**src/verilog/core_if_pkg.sv**
```systemverilog
`default_nettype none

package core_if_pkg;

    // Word returned by memory when the fetch could not be served.
    localparam logic [31:0] BAD_FETCH = 32'hBAD1BAD1;

    // Sent to the core in place of a bad fetch.
    localparam logic [31:0] BUBBLE_INSTR = 32'h0000_0000;

endpackage

`default_nettype wire

```
**src/verilog/mem_req_pkg.sv**
```systemverilog
`default_nettype none

package mem_req_pkg;

    localparam int ADDR_W = 32; // Address and data word width.

    typedef enum logic [1:0] {
        kind_fetch = 2'd0,
        kind_load  = 2'd1,
        kind_store = 2'd2
    } access_kind_t;

    // Request as it travels from the request unit to the memory port.
    typedef struct packed {
        access_kind_t      kind;
        logic [ADDR_W-1:0] addr;
        logic [ADDR_W-1:0] wdata; // Only meaningful for stores.
    } mem_req_t;

    // Response as it travels back to the request unit.
    typedef struct packed {
        access_kind_t      kind;
        logic [ADDR_W-1:0] rdata; // Zero for stores.
    } mem_resp_t;

endpackage

`default_nettype wire

```
**src/verilog/credit_fifo.sv**
```systemverilog
`timescale 1ns/10ps
`default_nettype none

module credit_fifo #(
    parameter int  DEPTH     = 4,
    parameter type payload_t = logic [31:0]
) (
    input  logic     clk,
    input  logic     rst,
    input  logic     push,
    input  payload_t push_data,
    input  logic     pop,
    output logic     not_empty,
    output payload_t pop_data,
    output logic     credit_return
);

    localparam int AW = (DEPTH > 1) ? $clog2(DEPTH) : 1;
    localparam int CW = $clog2(DEPTH + 1);

    payload_t      mem [DEPTH];
    logic [AW-1:0] wr_ptr;
    logic [AW-1:0] rd_ptr;
    logic [CW-1:0] count;
    logic          do_push;
    logic          do_pop;

    assign not_empty     = (count != '0);
    assign do_push       = push && (count != CW'(DEPTH)); // The producer's credits keep this true.
    assign do_pop        = pop && not_empty;
    assign credit_return = do_pop; // One credit back per entry freed.
    assign pop_data      = mem[rd_ptr];

    always_ff @(posedge clk) begin
        if (do_push) begin
            mem[wr_ptr] <= push_data;
        end
    end

    always_ff @(posedge clk or posedge rst) begin
        if (rst) begin
            wr_ptr <= '0;
            rd_ptr <= '0;
            count  <= '0;
        end else begin
            if (do_push) begin
                wr_ptr <= (wr_ptr == AW'(DEPTH - 1)) ? '0 : wr_ptr + 1'b1;
            end
            if (do_pop) begin
                rd_ptr <= (rd_ptr == AW'(DEPTH - 1)) ? '0 : rd_ptr + 1'b1;
            end
            count <= count + CW'(do_push) - CW'(do_pop);
        end
    end

endmodule

`default_nettype wire

```
**src/verilog/fetch_mem_top.sv**
```systemverilog
`timescale 1ns/10ps
`default_nettype none

module fetch_mem_top import mem_req_pkg::*; #(
    parameter int REQ_DEPTH  = 4,
    parameter int RESP_DEPTH = 2
) (
    input  logic              clk,
    input  logic              rst,
    input  logic              op_valid,
    input  logic [ADDR_W-1:0] pc,
    input  logic              branch_taken,
    input  logic [ADDR_W-1:0] imm,
    input  logic              mem_read,
    input  logic              mem_write,
    input  logic [ADDR_W-1:0] mem_address,
    input  logic [ADDR_W-1:0] store_data,
    output logic              op_ready,
    output logic              freeze,
    output logic [ADDR_W-1:0] instruction_out,
    output logic              instr_valid,
    output logic [ADDR_W-1:0] load_data,
    output logic              load_valid,
    output logic              bus_req,
    output logic              bus_write,
    output logic [ADDR_W-1:0] bus_address,
    output logic [ADDR_W-1:0] bus_wdata,
    input  logic              bus_ack,
    input  logic [ADDR_W-1:0] bus_rdata
);

    logic      req_push;
    mem_req_t  req_push_data;
    logic      req_not_empty;
    mem_req_t  req_pop_data;
    logic      req_pop;
    logic      req_credit;
    logic      resp_push;
    mem_resp_t resp_push_data;
    logic      resp_not_empty;
    mem_resp_t resp_pop_data;
    logic      resp_pop;
    logic      resp_credit;

    request_unit #(.REQ_CREDITS(REQ_DEPTH)) u_request_unit (
        .clk(clk), .rst(rst), .op_valid(op_valid), .pc(pc),
        .branch_taken(branch_taken), .imm(imm), .mem_read(mem_read),
        .mem_write(mem_write), .mem_address(mem_address), .store_data(store_data),
        .op_ready(op_ready), .freeze(freeze), .instruction_out(instruction_out),
        .instr_valid(instr_valid), .load_data(load_data), .load_valid(load_valid),
        .req_push(req_push), .req_data(req_push_data), .req_credit(req_credit),
        .resp_not_empty(resp_not_empty), .resp_data(resp_pop_data), .resp_pop(resp_pop)
    );

    credit_fifo #(.DEPTH(REQ_DEPTH), .payload_t(mem_req_t)) u_req_fifo (
        .clk(clk), .rst(rst), .push(req_push), .push_data(req_push_data),
        .pop(req_pop), .not_empty(req_not_empty), .pop_data(req_pop_data),
        .credit_return(req_credit)
    );

    credit_fifo #(.DEPTH(RESP_DEPTH), .payload_t(mem_resp_t)) u_resp_fifo (
        .clk(clk), .rst(rst), .push(resp_push), .push_data(resp_push_data),
        .pop(resp_pop), .not_empty(resp_not_empty), .pop_data(resp_pop_data),
        .credit_return(resp_credit)
    );

    mem_port #(.RESP_CREDITS(RESP_DEPTH)) u_mem_port (
        .clk(clk), .rst(rst), .req_not_empty(req_not_empty), .req_data(req_pop_data),
        .req_pop(req_pop), .resp_push(resp_push), .resp_data(resp_push_data),
        .resp_credit(resp_credit), .bus_req(bus_req), .bus_write(bus_write),
        .bus_address(bus_address), .bus_wdata(bus_wdata), .bus_ack(bus_ack),
        .bus_rdata(bus_rdata)
    );

endmodule

`default_nettype wire

```
**src/verilog/mem_port.sv**
```systemverilog
`timescale 1ns/10ps
`default_nettype none

module mem_port import mem_req_pkg::*; #(
    parameter int RESP_CREDITS = 2
) (
    input  logic              clk,
    input  logic              rst,
    input  logic              req_not_empty,
    input  mem_req_t          req_data,
    output logic              req_pop,
    output logic              resp_push,
    output mem_resp_t         resp_data,
    input  logic              resp_credit,
    output logic              bus_req,
    output logic              bus_write,
    output logic [ADDR_W-1:0] bus_address,
    output logic [ADDR_W-1:0] bus_wdata,
    input  logic              bus_ack,
    input  logic [ADDR_W-1:0] bus_rdata
);

    localparam int CW = $clog2(RESP_CREDITS + 1);

    typedef enum logic [1:0] {pt_idle, pt_bus, pt_resp} port_state_t;

    port_state_t       state;
    logic [CW-1:0]     credits;
    access_kind_t      cur_kind;
    logic [ADDR_W-1:0] cur_addr;
    logic [ADDR_W-1:0] cur_wdata;
    logic [ADDR_W-1:0] rdata_q;

    // A request is only taken when its response has somewhere to go.
    assign req_pop     = (state == pt_idle) && req_not_empty && (credits != '0);
    assign bus_req     = (state == pt_bus);
    assign bus_write   = bus_req && (cur_kind == kind_store);
    assign bus_address = cur_addr;
    assign bus_wdata   = cur_wdata;
    assign resp_push   = (state == pt_resp);
    assign resp_data   = '{kind: cur_kind, rdata: rdata_q};

    always_ff @(posedge clk) begin
        if (req_pop) begin
            cur_kind  <= req_data.kind;
            cur_addr  <= req_data.addr;
            cur_wdata <= req_data.wdata;
        end
        if (bus_req && bus_ack) begin
            rdata_q <= (cur_kind == kind_store) ? '0 : bus_rdata;
        end
    end

    always_ff @(posedge clk or posedge rst) begin
        if (rst) begin
            state   <= pt_idle;
            credits <= CW'(RESP_CREDITS);
        end else begin
            credits <= credits - CW'(resp_push) + CW'(resp_credit);
            case (state)
                pt_idle: begin
                    if (req_pop) begin
                        state <= pt_bus;
                    end
                end
                pt_bus: begin
                    if (bus_ack) begin
                        state <= pt_resp;
                    end
                end
                pt_resp: state <= pt_idle; // Push lasts exactly one cycle.
                default: state <= pt_idle;
            endcase
        end
    end

endmodule

`default_nettype wire

```
**src/verilog/request_unit.sv**
```systemverilog
`timescale 1ns/10ps
`default_nettype none

module request_unit import mem_req_pkg::*, core_if_pkg::*; #(
    parameter int REQ_CREDITS = 4
) (
    input  logic              clk,
    input  logic              rst,
    input  logic              op_valid,
    input  logic [ADDR_W-1:0] pc,
    input  logic              branch_taken,
    input  logic [ADDR_W-1:0] imm,
    input  logic              mem_read,
    input  logic              mem_write,
    input  logic [ADDR_W-1:0] mem_address,
    input  logic [ADDR_W-1:0] store_data,
    output logic              op_ready,
    output logic              freeze,
    output logic [ADDR_W-1:0] instruction_out,
    output logic              instr_valid,
    output logic [ADDR_W-1:0] load_data,
    output logic              load_valid,
    output logic              req_push,
    output mem_req_t          req_data,
    input  logic              req_credit,
    input  logic              resp_not_empty,
    input  mem_resp_t         resp_data,
    output logic              resp_pop
);

    localparam int CW = $clog2(REQ_CREDITS + 1);

    typedef enum logic [1:0] {st_idle, st_data, st_fetch, st_wait} issue_state_t;

    issue_state_t      state;
    logic [CW-1:0]     credits;
    logic [ADDR_W-1:0] fetch_addr;
    access_kind_t      data_kind;
    logic [ADDR_W-1:0] data_addr;
    logic [ADDR_W-1:0] data_wdata;
    logic [ADDR_W-1:0] latched_instr;
    logic              bubble;
    logic              accept;
    logic              fetch_done;

    assign freeze     = (state != st_idle); // Held from the cycle after acceptance to the fetch return.
    assign op_ready   = !freeze;
    assign accept     = op_valid && op_ready;
    assign req_push   = ((state == st_data) || (state == st_fetch)) && (credits != '0);
    assign resp_pop   = resp_not_empty; // Responses are always taken at once.
    assign fetch_done = resp_pop && (resp_data.kind == kind_fetch);

    assign instruction_out = bubble ? BUBBLE_INSTR : latched_instr;

    always_comb begin
        if (state == st_data) begin
            req_data = '{kind: data_kind, addr: data_addr, wdata: data_wdata};
        end else begin
            req_data = '{kind: kind_fetch, addr: fetch_addr, wdata: '0};
        end
    end

    // The data access always goes ahead of the fetch.
    always_ff @(posedge clk or posedge rst) begin
        if (rst) begin
            state <= st_idle;
        end else begin
            case (state)
                st_idle: begin
                    if (accept) begin
                        state <= (mem_read || mem_write) ? st_data : st_fetch;
                    end
                end
                st_data: begin
                    if (req_push) begin
                        state <= st_fetch;
                    end
                end
                st_fetch: begin
                    if (req_push) begin
                        state <= st_wait;
                    end
                end
                st_wait: begin
                    if (fetch_done) begin
                        state <= st_idle;
                    end
                end
                default: state <= st_idle;
            endcase
        end
    end

    always_ff @(posedge clk) begin
        if (accept) begin
            fetch_addr <= branch_taken ? pc + imm - 32'd4 : pc; // Taken branch target.
            data_kind  <= mem_write ? kind_store : kind_load;
            data_addr  <= mem_address;
            data_wdata <= store_data;
        end
        if (fetch_done && (resp_data.rdata != BAD_FETCH)) begin
            latched_instr <= resp_data.rdata;
        end
        if (resp_pop && (resp_data.kind == kind_load)) begin
            load_data <= resp_data.rdata;
        end
    end

    always_ff @(posedge clk or posedge rst) begin
        if (rst) begin
            credits     <= CW'(REQ_CREDITS);
            instr_valid <= 1'b0;
            load_valid  <= 1'b0;
            bubble      <= 1'b1; // Output reads as zero until the first good fetch.
        end else begin
            credits     <= credits - CW'(req_push) + CW'(req_credit);
            instr_valid <= fetch_done;
            load_valid  <= resp_pop && (resp_data.kind == kind_load);
            if (fetch_done) begin
                bubble <= (resp_data.rdata == BAD_FETCH);
            end
        end
    end

endmodule

`default_nettype wire
```
**config.mk**
```make
export PLATFORM = sky130hd
export DESIGN_NAME = fetch_mem_top
export DESIGN_NICKNAME = d
export VERILOG_FILES = /design/src/verilog/core_if_pkg.sv /design/src/verilog/mem_req_pkg.sv /design/src/verilog/credit_fifo.sv /design/src/verilog/fetch_mem_top.sv /design/src/verilog/mem_port.sv /design/src/verilog/request_unit.sv
export SDC_FILE = /design/constraint.sdc
export NUM_CORES = 1
export LEC_CHECK = 0
export CORE_MARGIN = 4
export CORE_UTILIZATION = 60
export DETAILED_ROUTE_END_ITERATION = 12
export DONT_BUFFER_PORTS = 1
export PLACE_DENSITY = 0.76
export SETUP_SLACK_MARGIN = 0.02
export SYNTH_ARGS = -nofsm -noshare
export SYNTH_HDL_FRONTEND = slang
export SYNTH_SLANG_ARGS = --single-unit
export TNS_END_PERCENT = 1
```
**constraint.sdc**
```tcl
create_clock -name clk -period 10.2 [get_ports clk]
set_input_delay 1.02 -clock clk [delete_from_list [all_inputs] [get_ports clk]]
set_output_delay 1.02 -clock clk [all_outputs]
set_load 0.02 [all_outputs]
```
==> flow_summary.toml <==
[status]
status = "finished, final reports clean"

[global_routing]
grt_max_degree = 70
antenna_found_initial = 14
grt.overflow.total = 0
grt_usage_pct = 20.6
grt_pass1_vias = 12280
grt_pass1_wl_mm = 70.9

[layout]
fin_nets = 1718
instances_no_fill = 2056
final_util_pct = 67.1
area_growth_pct = 10.1
fin_area_mm2 = 0.0275
layout-drive-gt1-share_pct = 14.3

[worst_hold_path]
min_path_cells = 0
holdCritPathClass = "reg2reg"

[clock_tree]
hold_buffers = 0
clkTransAtPathRegs_ns = 0.06
cts_sinks = 615
root_buffer = "clkbuf_16"
numCtsBuffers = 57
post_cts_buffers = 0
cts_resized = 0
clk_latency_ns = 0.60
h-tree-depth = 2
cts.path.max_buffers = 3
cts_tree = "built"

[logic_synthesis]
synthTopCellsByCount = "edfxtp_1 (592), inv_1 (143), ha_1 (77)"
syn_nets = 1690
dominantRegCellSynth = "edfxtp_1"
synth-edff-count = 592
yosysWarnings = 0
yosysUniqueCellTypes = 62
async_flop_share_pct = 3.74
netlist_top_cells_area = "edfxtp_1 (71%), mux4_2 (6.0%), ha_1 (3.9%)"
synth-seq-cells = 615
syn_area_mm2 = 0.0249
synth_top_area_share_pct = 71.3
ys_seq_area_share_pct = 73.6
synth.most_common_cell = "edfxtp_1"
syn_inst = 1443
yosys.area.top_type = "edfxtp_1"
avgSynthCellArea_um2 = 17.3

[critical_path]
worstSetupEndpointType = "flop"
required_ns = 10.53
endpoint = "u_request_unit.fetch_addr[24]"
critPathMaxFanout = 3
crit_start = "pc[2]"
cp.arrival_ns = 3.72
critical_path_class = "in2reg"
rr_worst_depth = 6
rr_startpoint = "u_resp_fifo.rd_ptr"
r2r_slack_ns = 6.89
reg2reg_to = "u_request_unit.latched_instr[29]"
start_kind = "primary input"

[detailed_routing]
ant_nets = 0
wl_per_cell_um = 22.5
highest_layer = "met5"
wl_met1_mm = 18.7
wirelength_mm = 46.3
dr.pass1.iters = 7
wl_met2_mm = 23.2
wl_met3_mm = 3.11
drt_iter0_drc = 922
vias = 11996
post-route-drc-count = 0
viasPerCell = 5.83

[sta]
worst_slack_ns = 6.81
relSlewSlack_pct = 27.6
setup_viol_count_final = 0
timing.final.crit_share_pct = 33.3
clock_skew_ns = 0.0228
slew_viol_final = 0
tightest_slew_ns = 1.09
hold_violations = 0
clock.fmax_ghz = 0.295
period_needed_ns = 3.39
grt_setup_unrepaired = "false"
tns_ns = 0

[die]
die_w_um = 212
dieArea_mm2 = 0.0449
core_mm2 = 0.0409
rows = 74
start_util_pct = 61.0
chipHeight_um = 212
ioPinCount = 301

[place]
dpl.cell_count = 1944
port_buffers = 0
placed_cell_area_mm2 = 0.0256
dp_hpwl_mm = 30.4
pre_cts_ws_ns = 6.23
finalWeightedCongestion = 0.874

[run]
maxCapViolCount = 0

[pwr]
pwr_density_cell_mw_per_mm2 = 187
p_leak_nw = 9.45
ir_drop_mv = 0.128
stage by stage:
stage	power, mW	hold slack (ns)
floorplan	3.02	0.421
global placement	3.07	0.422
detailed placement	3.07	0.429
CTS	5.17	0.432
global route	5.31	0.433
finish	5.12	0.430
worst max-delay path, stage by stage:
cell,delay (ns)
inv_1,0.03
ha_1,0.31
inv_1,0.06
ha_1,0.31
a211oi_2,0.27
o21bai_2,0.15
a41oi_2,0.30
a221oi_1,0.18
or4b_1,0.61
a31oi_1,0.22
xor2_1,0.16
mux2i_1,0.08
worst min path at each step:
stage	from	end	slack (ns)
detailed placement	u_mem_port.rdata_q[13]	u_resp_fifo.mem[0][13]	0.43
global placement	u_mem_port.rdata_q[24]	u_resp_fifo.mem[0][24]	0.42
CTS	u_mem_port.rdata_q[20]	u_resp_fifo.mem[1][20]	0.43
finish	u_mem_port.rdata_q[20]	u_resp_fifo.mem[1][20]	0.43
global route	u_mem_port.rdata_q[20]	u_resp_fifo.mem[0][20]	0.43
floorplan	u_mem_port.rdata_q[0]	u_resp_fifo.mem[0][0]	0.42
logic make-up after synthesis:
logic type      Yosys count  synth area share, %
mux                     143                 9.38
simple gates            259                 5.78
buf+inv                 189                 2.86
compound gates          126                 3.20
fa+ha+maj                80                 4.10
flops                   615                 73.6
xor+xnor                 31                 1.09
placed cells by master (no fill, tap or decap), drive strengths merged, types with 4 or more instances in the layout:
cell type / count
xnor2: 26
clkinv: 23
mux4: 66
nand2b: 11
nand3: 8
and3: 8
diode: 9
dfrtp: 20
a21o: 7
inv: 147
and2: 74
edfxtp: 592
clkbuf: 69
a31oi: 9
nand2: 46
buf: 12
o21bai: 4
nor2: 28
bufinv: 7
ha: 77
o21a: 6
o21ai: 37
mux2: 66
o31ai: 4
a21oi: 34
xor2: 5
nor3: 15
nand4: 8
o211ai: 7
nor2b: 37
mux2i: 11
nor4: 8
sequential cells by signal, summed over array words and instances (netlist names), 3 cells and up:
name	flops
u_request_unit.latched_instr	32
u_mem_port.bus_wdata	32
u_request_unit.data_addr	32
u_req_fifo.count	3
u_mem_port.rdata_q	32
u_req_fifo.mem	264
u_mem_port.bus_address	32
u_request_unit.data_wdata	32
u_resp_fifo.mem	68
u_request_unit.load_data	32
u_request_unit.credits	3
u_request_unit.fetch_addr	32
power by group:
part	internal (mW)	switching [mW]	total (mW)
registers	2.75	0.00715	2.76
logic	0.111	0.153	0.264
clock network	1.23	0.869	2.10
layout make-up:
class	instances	area, um^2
tap	532	666
timing repair buffer	12	90.1
inverter	146	548
clock buffer	69	1510
sequential	615	18400
antenna	9	22.5
clock inverter	34	360
fill	2690	13500
multi-input combinational	639	5900
metal layers:
layer / track usage (%) / vias to the layer above
li1: - / 5498
met1: 27.5 / 5989
met2: 34.1 / 401
met3: 5.50 / 88
met4: 5.89 / 20
met5: 0 / -
No activity file was read; power rests on OpenSTA's default activity.
